--- config.mk ---
export PLATFORM = sky130hd
export DESIGN_NAME = ttlIpifBridge
export DESIGN_NICKNAME = d
export VERILOG_FILES = /design/src/design/ttlBusPkg.sv /design/src/design/mstBusPkg.sv /design/src/design/ttlBusFrontend.sv /design/src/design/cmdFifo.sv /design/src/design/ipifMasterEngine.sv /design/src/design/ttlIpifBridge.sv
export SDC_FILE = /design/constraint.sdc
export NUM_CORES = 1
export LEC_CHECK = 0
export ABC_AREA = 0
export BUFFER_PORTS_ARGS = -buffer_cell sky130_fd_sc_hd__buf_2
export CORE_MARGIN = 2
export CORE_UTILIZATION = 44
export CTS_BUF_LIST = sky130_fd_sc_hd__clkbuf_8
export CTS_CLUSTER_SIZE = 16
export DETAILED_ROUTE_END_ITERATION = 8
export PLACE_DENSITY = 0.76
export SLEW_MARGIN = 10
export SYNTH_ARGS = -nofsm -noshare
export SYNTH_HDL_FRONTEND = slang
export SYNTH_SLANG_ARGS = --single-unit
--- constraint.sdc ---
create_clock -name bus2ip_clk -period 7.22 [get_ports bus2ip_clk]
set_input_delay 0.722 -clock bus2ip_clk [delete_from_list [all_inputs] [get_ports bus2ip_clk]]
set_output_delay 0.722 -clock bus2ip_clk [all_outputs]
set_load 0.01 [all_outputs]
--- src/design/ttlBusPkg.sv ---
package ttlBusPkg;

  // Host side of the legacy TTL memory bus
  localparam int TtlAddrWidth = 16;
  localparam int TtlDataWidth = 8;

  // Command opcode carried in the top bit of a FIFO entry
  typedef enum logic {
    OpRead  = 1'b0,
    OpWrite = 1'b1
  } cmdOp_t;

  // FIFO entry layout, MSB first: opcode, host address, write byte
  localparam int CmdAddrLsb = TtlDataWidth;
  localparam int CmdOpBit   = TtlAddrWidth + TtlDataWidth;
  localparam int CmdWidth   = CmdOpBit + 1;

  // Front end FSM
  typedef enum logic [2:0] {
    Idle,
    Accept,
    ReadWait,
    ReadHold,
    Release
  } frontState_t;

endpackage

--- src/design/mstBusPkg.sv ---
package mstBusPkg;

  // IPIF master side, single-beat word bus
  localparam int MstAddrWidth = 32;
  localparam int MstDataWidth = 32;
  localparam int MstBeWidth   = MstDataWidth / 8;
  localparam int LaneWidth    = $clog2(MstBeWidth);

  // Command FIFO sizing, depth must be a power of two
  localparam int FifoDepth    = 4;
  localparam int FifoPtrWidth = $clog2(FifoDepth);
  localparam int FifoCntWidth = FifoPtrWidth + 1;

  // Master engine FSM
  typedef enum logic [1:0] {
    Idle,
    Request,
    Complete,
    Respond
  } mstState_t;

endpackage

--- src/design/ttlBusFrontend.sv ---
`timescale 1ns/1ps

module ttlBusFrontend (
  input  logic                                bus2ip_clk,
  input  logic                                rst_n,
  input  logic                                enable,
  input  logic                                nChipEnable,
  input  logic                                nOutputEnable,
  input  logic                                nWriteEnable,
  input  logic [ttlBusPkg::TtlAddrWidth-1:0]  address,
  input  logic [ttlBusPkg::TtlDataWidth-1:0]  dataIn,
  input  logic                                cmdFull,
  input  logic                                rdValid,
  input  logic [ttlBusPkg::TtlDataWidth-1:0]  rdData,
  output logic                                nWait,
  output logic [ttlBusPkg::TtlDataWidth-1:0]  dataOut,
  output logic                                dataOe,
  output logic                                cmdPush,
  output logic [ttlBusPkg::CmdWidth-1:0]      cmdIn
);
  import ttlBusPkg::*;

  logic [1:0] ceSync;
  logic [1:0] oeSync;
  logic [1:0] weSync;
  logic ceActive;
  logic wrStrobe;
  logic rdStrobe;
  logic strobeReq;
  logic takeCmd;
  logic dataValid;
  logic [TtlDataWidth-1:0] readData;
  frontState_t state;

  // Host strobes are asynchronous, two flops each
  always_ff @(posedge bus2ip_clk) begin
    if (!rst_n) begin
      ceSync <= 2'b11;
      oeSync <= 2'b11;
      weSync <= 2'b11;
    end else begin
      ceSync <= {ceSync[0], nChipEnable};
      oeSync <= {oeSync[0], nOutputEnable};
      weSync <= {weSync[0], nWriteEnable};
    end
  end

  assign ceActive  = ~ceSync[1];
  // Write wins when both enables are low
  assign wrStrobe  = ceActive & ~weSync[1];
  assign rdStrobe  = ceActive & ~oeSync[1] & weSync[1];
  assign strobeReq = wrStrobe | rdStrobe;

  // A new strobe is taken only from Idle with enable set, or from the stall
  assign takeCmd = strobeReq && !cmdFull &&
                   ((state == Idle && enable) || state == Accept);

  always_ff @(posedge bus2ip_clk) begin
    if (!rst_n) begin
      state     <= Idle;
      cmdPush   <= 1'b0;
      nWait     <= 1'b1;
      dataValid <= 1'b0;
    end else begin
      cmdPush <= takeCmd;
      case (state)
        Idle: begin
          if (enable && strobeReq) begin
            // Writes are posted, reads and stalls hold the host
            nWait <= wrStrobe & ~cmdFull;
            if (cmdFull) begin
              state <= Accept;
            end else begin
              state <= wrStrobe ? Release : ReadWait;
            end
          end
        end
        Accept: begin
          if (!strobeReq) begin
            nWait <= 1'b1;
            state <= Idle;
          end else if (!cmdFull) begin
            nWait <= wrStrobe;
            state <= wrStrobe ? Release : ReadWait;
          end
        end
        ReadWait: begin
          if (rdValid) begin
            dataValid <= 1'b1;
            nWait     <= 1'b1;
            state     <= ReadHold;
          end
        end
        ReadHold: begin
          // Keep the byte until the host lets go of the output enable
          if (ceSync[1] || oeSync[1]) begin
            dataValid <= 1'b0;
            state     <= Release;
          end
        end
        Release: begin
          if (!strobeReq) begin
            state <= Idle;
          end
        end
        default: state <= Idle;
      endcase
    end
  end

  always_ff @(posedge bus2ip_clk) begin
    if (takeCmd) begin
      cmdIn <= {wrStrobe ? OpWrite : OpRead, address, dataIn};
    end
    if (state == ReadWait && rdValid) begin
      readData <= rdData;
    end
  end

  assign dataOut = readData;
  // Raw strobes so the driver turns off as soon as the host releases
  assign dataOe  = dataValid & ~nChipEnable & ~nOutputEnable;

  pushNotFull: assert property (@(posedge bus2ip_clk) disable iff (!rst_n)
    cmdPush |-> !cmdFull);

  noDriveOnWrite: assert property (@(posedge bus2ip_clk) disable iff (!rst_n)
    dataOe |-> nWriteEnable);

endmodule

--- src/design/cmdFifo.sv ---
`timescale 1ns/1ps

module cmdFifo (
  input  logic                            bus2ip_clk,
  input  logic                            rst_n,
  input  logic                            cmdPush,
  input  logic [ttlBusPkg::CmdWidth-1:0]  cmdIn,
  input  logic                            cmdPop,
  output logic [ttlBusPkg::CmdWidth-1:0]  cmdOut,
  output logic                            cmdFull,
  output logic                            cmdEmpty
);
  import ttlBusPkg::*;
  import mstBusPkg::*;

  logic [CmdWidth-1:0] mem [FifoDepth];
  logic [FifoPtrWidth-1:0] wrPtr;
  logic [FifoPtrWidth-1:0] rdPtr;
  logic [FifoCntWidth-1:0] count;
  logic [FifoCntWidth-1:0] countNext;
  logic doPush;
  logic doPop;

  assign doPush = cmdPush & ~cmdFull;
  assign doPop  = cmdPop & ~cmdEmpty;

  always_comb begin
    countNext = count;
    if (doPush && !doPop) begin
      countNext = count + 1'b1;
    end else if (doPop && !doPush) begin
      countNext = count - 1'b1;
    end
  end

  always_ff @(posedge bus2ip_clk) begin
    if (doPush) begin
      mem[wrPtr] <= cmdIn;
    end
  end

  // Pointers wrap on their own since the depth is a power of two
  always_ff @(posedge bus2ip_clk) begin
    if (!rst_n) begin
      wrPtr    <= '0;
      rdPtr    <= '0;
      count    <= '0;
      cmdFull  <= 1'b0;
      cmdEmpty <= 1'b1;
    end else begin
      if (doPush) begin
        wrPtr <= wrPtr + 1'b1;
      end
      if (doPop) begin
        rdPtr <= rdPtr + 1'b1;
      end
      count    <= countNext;
      cmdFull  <= (countNext == FifoCntWidth'(FifoDepth));
      cmdEmpty <= (countNext == '0);
    end
  end

  // Head entry straight from storage, a new entry shows up after its write
  assign cmdOut = mem[rdPtr];

  noPopEmpty: assert property (@(posedge bus2ip_clk) disable iff (!rst_n)
    cmdPop |-> !cmdEmpty);

endmodule

--- src/design/ipifMasterEngine.sv ---
`timescale 1ns/1ps

module ipifMasterEngine (
  input  logic                                bus2ip_clk,
  input  logic                                rst_n,
  input  logic [ttlBusPkg::CmdWidth-1:0]      cmdOut,
  input  logic                                cmdEmpty,
  input  logic [mstBusPkg::MstAddrWidth-1:0]  mappedAddress,
  input  logic                                bus2ipMstCmdack,
  input  logic                                bus2ipMstCmplt,
  input  logic                                bus2ipMstError,
  input  logic [mstBusPkg::MstDataWidth-1:0]  bus2ipMstrdD,
  output logic                                cmdPop,
  output logic                                ip2busMstRdReq,
  output logic                                ip2busMstWrReq,
  output logic [mstBusPkg::MstAddrWidth-1:0]  ip2busMstAddr,
  output logic [mstBusPkg::MstBeWidth-1:0]    ip2busMstBe,
  output logic [mstBusPkg::MstDataWidth-1:0]  ip2busMstWrD,
  output logic                                rdValid,
  output logic [ttlBusPkg::TtlDataWidth-1:0]  rdData,
  output logic                                mstError
);
  import ttlBusPkg::*;
  import mstBusPkg::*;

  cmdOp_t cmdOp;
  cmdOp_t curOp;
  logic [TtlAddrWidth-1:0] cmdAddr;
  logic [TtlDataWidth-1:0] cmdData;
  logic [LaneWidth-1:0] cmdLane;
  logic [LaneWidth-1:0] lane;
  logic done;
  mstState_t state;

  // Split the FIFO head into its fields
  assign cmdOp   = cmdOp_t'(cmdOut[CmdOpBit]);
  assign cmdAddr = cmdOut[CmdAddrLsb +: TtlAddrWidth];
  assign cmdData = cmdOut[TtlDataWidth-1:0];
  assign cmdLane = cmdAddr[LaneWidth-1:0];

  // Idle also names a front end state, hence the scoped name here
  assign cmdPop = (state == mstBusPkg::Idle) && !cmdEmpty;

  // Completion may land in the same cycle as the command acknowledge
  assign done = bus2ipMstCmplt &&
                (state == Complete || (state == Request && bus2ipMstCmdack));

  assign rdValid = (state == Respond);

  always_ff @(posedge bus2ip_clk) begin
    if (!rst_n) begin
      state          <= mstBusPkg::Idle;
      ip2busMstRdReq <= 1'b0;
      ip2busMstWrReq <= 1'b0;
      mstError       <= 1'b0;
    end else begin
      case (state)
        mstBusPkg::Idle: begin
          if (cmdPop) begin
            ip2busMstRdReq <= (cmdOp == OpRead);
            ip2busMstWrReq <= (cmdOp == OpWrite);
            state          <= Request;
          end
        end
        Request: begin
          if (bus2ipMstCmdack) begin
            ip2busMstRdReq <= 1'b0;
            ip2busMstWrReq <= 1'b0;
            state          <= Complete;
          end
        end
        Complete: begin
        end
        Respond: begin
          state <= mstBusPkg::Idle;
        end
        default: state <= mstBusPkg::Idle;
      endcase

      if (done) begin
        state <= (curOp == OpRead) ? Respond : mstBusPkg::Idle;
        // Sticky until reset
        if (bus2ipMstError) begin
          mstError <= 1'b1;
        end
      end
    end
  end

  // Request payload, held until the next pop
  always_ff @(posedge bus2ip_clk) begin
    if (cmdPop) begin
      curOp         <= cmdOp;
      lane          <= cmdLane;
      ip2busMstAddr <= mappedAddress + MstAddrWidth'(cmdAddr);
      ip2busMstBe   <= MstBeWidth'(1) << cmdLane;
      ip2busMstWrD  <= MstDataWidth'(cmdData) << (TtlDataWidth * cmdLane);
    end
    if (done) begin
      rdData <= bus2ipMstrdD[TtlDataWidth * lane +: TtlDataWidth];
    end
  end

  reqExclusive: assert property (@(posedge bus2ip_clk) disable iff (!rst_n)
    !(ip2busMstRdReq && ip2busMstWrReq));

  reqHeld: assert property (@(posedge bus2ip_clk) disable iff (!rst_n)
    (ip2busMstRdReq || ip2busMstWrReq) && !bus2ipMstCmdack |=>
      $stable({ip2busMstRdReq, ip2busMstWrReq, ip2busMstAddr, ip2busMstBe, ip2busMstWrD}));

endmodule

--- src/design/ttlIpifBridge.sv ---
`timescale 1ns/1ps

module ttlIpifBridge (
  input  logic                                bus2ip_clk,
  input  logic                                rst_n,
  input  logic                                enable,
  // Host side
  input  logic                                nChipEnable,
  input  logic                                nOutputEnable,
  input  logic                                nWriteEnable,
  input  logic [ttlBusPkg::TtlAddrWidth-1:0]  address,
  input  logic [ttlBusPkg::TtlDataWidth-1:0]  dataIn,
  output logic [ttlBusPkg::TtlDataWidth-1:0]  dataOut,
  output logic                                dataOe,
  output logic                                nWait,
  // Master side
  input  logic [mstBusPkg::MstAddrWidth-1:0]  mappedAddress,
  output logic                                ip2busMstRdReq,
  output logic                                ip2busMstWrReq,
  output logic [mstBusPkg::MstAddrWidth-1:0]  ip2busMstAddr,
  output logic [mstBusPkg::MstBeWidth-1:0]    ip2busMstBe,
  output logic [mstBusPkg::MstDataWidth-1:0]  ip2busMstWrD,
  output logic                                ip2busMstReset,
  input  logic                                bus2ipMstCmdack,
  input  logic                                bus2ipMstCmplt,
  input  logic                                bus2ipMstError,
  input  logic [mstBusPkg::MstDataWidth-1:0]  bus2ipMstrdD,
  output logic                                mstError
);
  import ttlBusPkg::*;

  logic cmdPush;
  logic cmdPop;
  logic cmdFull;
  logic cmdEmpty;
  logic [CmdWidth-1:0] cmdIn;
  logic [CmdWidth-1:0] cmdOut;
  logic rdValid;
  logic [TtlDataWidth-1:0] rdData;

  assign ip2busMstReset = ~rst_n;

  ttlBusFrontend frontend_i (
    .bus2ip_clk    (bus2ip_clk),
    .rst_n         (rst_n),
    .enable        (enable),
    .nChipEnable   (nChipEnable),
    .nOutputEnable (nOutputEnable),
    .nWriteEnable  (nWriteEnable),
    .address       (address),
    .dataIn        (dataIn),
    .cmdFull       (cmdFull),
    .rdValid       (rdValid),
    .rdData        (rdData),
    .nWait         (nWait),
    .dataOut       (dataOut),
    .dataOe        (dataOe),
    .cmdPush       (cmdPush),
    .cmdIn         (cmdIn)
  );

  cmdFifo fifo_i (
    .bus2ip_clk (bus2ip_clk),
    .rst_n      (rst_n),
    .cmdPush    (cmdPush),
    .cmdIn      (cmdIn),
    .cmdPop     (cmdPop),
    .cmdOut     (cmdOut),
    .cmdFull    (cmdFull),
    .cmdEmpty   (cmdEmpty)
  );

  ipifMasterEngine engine_i (
    .bus2ip_clk      (bus2ip_clk),
    .rst_n           (rst_n),
    .cmdOut          (cmdOut),
    .cmdEmpty        (cmdEmpty),
    .mappedAddress   (mappedAddress),
    .bus2ipMstCmdack (bus2ipMstCmdack),
    .bus2ipMstCmplt  (bus2ipMstCmplt),
    .bus2ipMstError  (bus2ipMstError),
    .bus2ipMstrdD    (bus2ipMstrdD),
    .cmdPop          (cmdPop),
    .ip2busMstRdReq  (ip2busMstRdReq),
    .ip2busMstWrReq  (ip2busMstWrReq),
    .ip2busMstAddr   (ip2busMstAddr),
    .ip2busMstBe     (ip2busMstBe),
    .ip2busMstWrD    (ip2busMstWrD),
    .rdValid         (rdValid),
    .rdData          (rdData),
    .mstError        (mstError)
  );

endmodule

After elaboration in Yosys (flattened, before gate mapping)
Memory sizes are Yosys's and may differ from the RTL's. A register that Yosys moved wholly into a read port is not among the register bits.
Cells that the tools add are included.
- $add $sub $neg: 5
- bitwise gates (word level): 18
- shift-type cells: 3
- mux-type cells: 33
- reductions and logical operators: 30
- equal/unequal tests: 17
- operators with widths (kind ; number):
    32-bit by 16-bit adder with 32-bit output ; 1
    32-bit by 6-bit indexed part select with 8-bit output ; 1
    8-bit by 5-bit << shifter with 32-bit output ; 1
    3-bit 2-to-1 mux ; 10
    3-bit one-hot mux with 5 select lines ; 1
    2-bit 2-to-1 mux ; 6
    1-bit 2-to-1 mux ; 11
    1-bit logical AND ; 10
    1-bit NOT ; 9
    3-bit AND reduction ; 3
    1-bit AND ; 8
    2-bit inequality test (second input constant) ; 4
    3-bit by 2-bit equality test with 1-bit output (second input constant) ; 2
    3-bit equality test (second input constant) ; 2
    3-bit zero test ; 2
    3-bit by 2-bit inequality test with 1-bit output (second input constant) ; 2
    1-bit one-hot mux with 2 select lines ; 3
    2-bit one-hot mux with 3 select lines ; 1
    5-bit AND reduction ; 1
    2-bit by 1-bit adder with 2-bit output (second input constant) ; 2
    2-bit equality test (second input constant) ; 2
    1-bit zero test ; 4
    2-bit by 1-bit inequality test with 1-bit output (second input constant) ; 2
    4-bit AND reduction ; 1
    14 further kinds ; 17
- output and inout bits: 82
- flip-flop bits (word level): 138
- RAM bits: 100
- memories kept: 1
- memories (name ; words ; bits a word ; rd ports ; clocked after Yosys merged registers in ; wr ports ; line ; RTL):
    fifo_i.mem ; 4 ; 25 ; 1 ; 1 ; 1 ; cmdFifo.sv:16 ; logic [CmdWidth-1:0] mem [FifoDepth];

Logic depth before layout (Yosys ltp)
- word-level depth: 7
- gate-level depth with buffers: 12
- mapped depth without buffers: 9

Cells and area by module
From an unflattened synthesis, not the netlist that was laid out.
- cells, all modules: 621
- area, all modules: 10087.2 µm²
- by module, submodules not included (module ; seq. area each (µm²) ; area each (µm²) ; instances ; cells an instance):
    cmdFifo ; 3223.1 ; 4252.8 ; 1 ; 198
    ipifMasterEngine ; 2472.4 ; 4184.0 ; 1 ; 315
    ttlBusFrontend ; 1231.2 ; 1646.6 ; 1 ; 107
    ttlIpifBridge ; 0.0 ; 3.8 ; 1 ; 1

Least setup slack after synthesis
OpenSTA, ideal clock, no wires.
- path type: register -> register
- start: reg frontend_i.state[1]
- end: reg frontend_i.cmdIn[0] (netlist bit) (enable)
- arrival time: 3509 ps
- period minus slack after synthesis: 3991 ps
- data required time: 6738 ps
- path slack: 3229 ps
- cell stages (with the launch flop): 4
- cell sequence: dfxtp_1 > buf_2 > a211oi_1 > nor4b_1
- word-level cells in the longest chain between the ends: 4
- elaborated cells on any way between the ends: 5
- RTL lines (element ; line ; RTL):
    start, declared ; ttlBusFrontend.sv:33 ; frontState_t state;
    start signal, assigned ; ttlBusFrontend.sv:60 ; state <= Idle;
    start signal, assigned ; ttlBusFrontend.sv:72 ; state <= Accept;
    start signal, assigned ; ttlBusFrontend.sv:74 ; state <= wrStrobe ? Release : ReadWait;
    3-bit zero test ; ttlBusFrontend.sv:56 ; ((state == Idle && enable) || state == Accept);
    1-bit logical AND ; ttlBusFrontend.sv:56 ;
    1-bit logical OR (*) ; ttlBusFrontend.sv:56 ;
    1-bit logical AND (*) ; ttlBusFrontend.sv:55 ; assign takeCmd = strobeReq && !cmdFull &&
    named net frontend_i.takeCmd ; ttlBusFrontend.sv:30 ; logic takeCmd;
    end signal, assigned ; ttlBusFrontend.sv:113 ; cmdIn <= {wrStrobe ? OpWrite : OpRead, address, dataIn};
    end, declared ; ttlBusFrontend.sv:19 ; output logic [ttlBusPkg::CmdWidth-1:0] cmdIn
The timed path passes the listed nets; every way through them passes the cells marked *.
A chain may end at the register's enable or synchronous reset.

==> out/metrics.csv <==
stage,metric,value,unit
synth,synth unique cells,55,
setup_path,WS Path Type,register to register,
timing,final clock skew,0.0213,ns
timing,Final period util,0.521,
floorplanning,Die Outline Area,23600,sq um
setup_path,slack of the worst reg-to-reg path,3.46,ns
cts,sink count of the clock tree,240,
synth,portion of the post-synthesis area used by sequential elements,0.704,
global_route,maximum number of pins on one net before global-route repair,76,
synth,Mapped Nets,729,
power,overall power after layout,4.03,mW
synth,main area contributors after synthesis,"sky130_fd_sc_hd__edfxtp_1, sky130_fd_sc_hd__mux4_2, sky130_fd_sc_hd__dfxtp_1",
synth,portion of synthesized cell area occupied by the leading cell type,0.647,
layout,nets,931,
timing,max-slew violations,0,
global_route,GR Overflow Total,0,
synth,leading register cell type out of synthesis,sky130_fd_sc_hd__edfxtp_1,
synth,average cell area after synthesis,16.2,sq um
setup_path,endpoint required time on the critical path,7.48,ns
setup_path,category of the worst setup path launch point,register,
route,post-detailed-route DRC marker count,0,
global_route,antenna violations before repair,1,
route,total detailed-routing wirelength,18700,um
floorplanning,Core Box Area,21900,sq um
cts,clock tree from TritonCTS,yes,
power,total leakage power,4.48,nW
layout,post-route core utilization,0.538,
synth,total of flip-flops plus latches after synthesis,240,
cts,worst skew pair latency,0.52,ns
power,part of the total power dissipated in combinational logic,0.257,
cts,quantity of gates resized following cts,0,
route,Via-to-Cell Ratio,5.11,
outcome,run status,"complete, no violations",
timing,minimum clock period after layout,3.76,ns
timing,tightest slew margin relative to the limit,0.371,
place,quantity of I/O buffers inserted on ports,178,
power,switching power share of the total,0.296,
setup_path,crit path max fanout,25,
synth,Yosys warning count,0,
hold_path,Hold Path Class,primary input to register,
cts,# hold bufs at CTS,0,
timing,setup_tns,0,ns
place,routability-driven placement congestion ratio,0.849,
power,peak supply drop,188,uV
layout,"most common cell after layout, fill and taps aside",sky130_fd_sc_hd__edfxtp_1,
global_route,vias in the first global route,5791,
power,Clk network pwr share,0.268,
synth,share of async-settable or async-resettable flops after synthesis,0,
timing,Highest Clock Rate,0.266,GHz
cts,number of levels the H-tree was split into,2,
layout,Area Overhead vs Synth,19.6,%
layout,most used cells in the layout excluding fill and tap cells,"sky130_fd_sc_hd__edfxtp_1, sky130_fd_sc_hd__buf_2, sky130_fd_sc_hd__clkbuf_8",
floorplanning,I/O pin cnt,179,
place,pre-CTS WS,3.41,ns
timing,unrepaired setup endpoints after global routing,false,
timing,minimum setup slack in the final design,3.46,ns
route,Vias,5715,
synth,gate count of the mapped netlist,609,
synth,"EDFF count, synth",212,
floorplanning,standard-cell rows,54,
route,Antenna Violating Nets Remaining,0,
power,Internal,2.84,mW
timing,number of hold violations in the final report,0,
global_route,Overall Global Routing Usage,0.158,
cts,setup bufs post-CTS,0,
cts,maximum count of clock buffers along a single path,3,
layout,number of filler cells placed in the layout,1810,
power,sequential share of power,0.475,
floorplanning,initial cell density of the core,0.450,
global_route,global-route wire length before repair,29600,um
setup_path,data arrival time of the critical path,4.02,ns
route,Starting DRT DRC Count,347,
cts,clock transition at the registers of the reported paths,0.06,ns
power,switching component of the power,1.19,mW
cts,clock buffer count from CTS,38,
floorplanning,die height,154,um
synth,synthesized area,9840,sq um
power,pwr dens,342,nW/um^2
setup_path,Setup crit end kind,register,
route,number of detailed-routing iterations run before antenna repair,4,
run,maximum capacitance violations,0,
timing,transition time of the tightest slew-check pin,0.944,ns
floorplanning,die width,154,um
timing,count of final setup violators,0,
route,average wire per cell in the routed design,16.8,um
cts,Clock Root Buffer,sky130_fd_sc_hd__clkbuf_8,
layout,share of cells above drive strength 1,0.335,
place,placed wire-length estimate,12900,um
synth,cell taking the most area after synthesis,sky130_fd_sc_hd__edfxtp_1,
-- worst max-delay path: stages (launching register included) --
cell and delay [ns]:
sky130_fd_sc_hd__dfxtp_2 0.90, sky130_fd_sc_hd__mux4_2 0.73, sky130_fd_sc_hd__ha_1 0.26, sky130_fd_sc_hd__fa_1 0.40, sky130_fd_sc_hd__a21oi_1 0.20, sky130_fd_sc_hd__nand4b_1 0.20, sky130_fd_sc_hd__a211oi_2 0.12, sky130_fd_sc_hd__o211ai_2 0.37
sky130_fd_sc_hd__a211oi_1 0.15, sky130_fd_sc_hd__xor2_1 0.17
-- power groups by stage --
stage	clock [mW]	sequential [mW]	combinational, mW
final	1.08	1.92	1.04
after global routing	1.17	1.95	1.14
after CTS	1.11	1.92	1.04
after detailed placement	0	1.95	1.04
after global placement	0	1.95	1.02
after floorplan	0	1.96	0.691
-- metal layers --
metal  global-route usage  part of all wire  vias up
li1                     -                 -     2744
met1                0.209              0.43     2751
met2                0.254              0.49      182
met3               0.0380             0.063       38
met4               0.0625             0.023        0
met5                    0                 0        -
-- flip-flops by register name (all words and copies together), names as in the netlist, 3 cells and up, named ones only --
| register | flops |
|---|---|
| frontend_i.cmdIn | 25 |
| fifo_i.count | 3 |
| engine_i.ip2busMstWrD | 32 |
| frontend_i.dataOut | 8 |
| frontend_i.state | 3 |
| engine_i.ip2busMstAddr | 32 |
| engine_i.ip2busMstBe | 4 |
| fifo_i.mem | 100 |
| engine_i.rdData | 8 |
-- through the flow --
| stage | std cells | instance area [sq um] | hold WS, ns |
|---|---|---|---|
| 2_1_floorplan | 609 | 9840 | 0.386 |
| 3_3_place_gp | 1051 | 11000 | 0.389 |
| 3_5_place_dp | 1051 | 11000 | 0.393 |
| 4_1_cts | 1117 | 11800 | 0.342 |
| 5_1_grt | 1118 | 11800 | 0.340 |
| 6_report | 1118 | 11800 | 0.381 |
-- cell usage after synthesis, types with 2 or more instances --
cell                       number
sky130_fd_sc_hd__buf_2          6
sky130_fd_sc_hd__clkbuf_2       2
sky130_fd_sc_hd__a211oi_2       2
sky130_fd_sc_hd__a21o_1        10
sky130_fd_sc_hd__nand2_1       26
sky130_fd_sc_hd__o21bai_1       2
sky130_fd_sc_hd__a31oi_1        3
sky130_fd_sc_hd__nor2_1        29
sky130_fd_sc_hd__and3_1        16
sky130_fd_sc_hd__a32oi_1        2
sky130_fd_sc_hd__clkbuf_1      11
sky130_fd_sc_hd__a21boi_0       2
sky130_fd_sc_hd__inv_1         14
sky130_fd_sc_hd__buf_1          4
sky130_fd_sc_hd__nand4_1        2
sky130_fd_sc_hd__nand2b_1       8
sky130_fd_sc_hd__o211ai_1       2
sky130_fd_sc_hd__nor3_1         2
sky130_fd_sc_hd__dfxtp_1       28
sky130_fd_sc_hd__edfxtp_1     212
sky130_fd_sc_hd__xor2_1        23
sky130_fd_sc_hd__mux2i_1        2
sky130_fd_sc_hd__or2_2          3
sky130_fd_sc_hd__nand3_1        9
sky130_fd_sc_hd__a211o_1        2
sky130_fd_sc_hd__a211oi_1       7
sky130_fd_sc_hd__nor3b_1        3
sky130_fd_sc_hd__and2_1        33
sky130_fd_sc_hd__o221ai_1       2
sky130_fd_sc_hd__a311oi_1       2
sky130_fd_sc_hd__mux4_2        33
sky130_fd_sc_hd__a21oi_1       36
sky130_fd_sc_hd__o21ai_0       11
sky130_fd_sc_hd__a22oi_1        2
sky130_fd_sc_hd__xnor2_1       11
sky130_fd_sc_hd__nor2b_1        6
sky130_fd_sc_hd__nand4b_1       2
sky130_fd_sc_hd__ha_1          22
-- cells by family (layout without fill, tap and decap cells) --
logic type	count (synthesis)	count (layout)	share of synthesized area
DFF	240	240	0.704
and+or+nand+nor	146	146	0.0795
AOI/OAI and AO/OA	93	93	0.0627
buffers and inverters	37	265	0.0151
muxes	36	36	0.0787
xor gates and xnor gates	34	34	0.0303
adders and majority gates	23	23	0.0300
other	0	1	0
-- area by class of cell --
| type | count | area (sq um) | area share |
|---|---|---|---|
| antenna | 1 | 2.50 | 0.000213 |
| tap | 280 | 350 | 0.0298 |
| clock buffer | 40 | 551 | 0.0468 |
| multi-input combinational | 332 | 2780 | 0.236 |
| inverter | 14 | 52.6 | 0.00447 |
| clock inverter | 26 | 163 | 0.0138 |
| timing repair buffer | 185 | 943 | 0.0802 |
| sequential | 240 | 6930 | 0.589 |
-- worst paths after layout --
kind / from / end / depth (start not counted)
worst max register to register: register / engine_i.ip2busMstAddr[22] / 9
worst min register to register: frontend_i.oeSync[0] / frontend_i.oeSync[1] / 1
worst min-delay path: dataIn[7] / frontend_i.cmdIn[7] / 1
worst max-delay path: register / engine_i.ip2busMstAddr[22] / 9
Note: power is estimated with default switching activity, not from simulation.
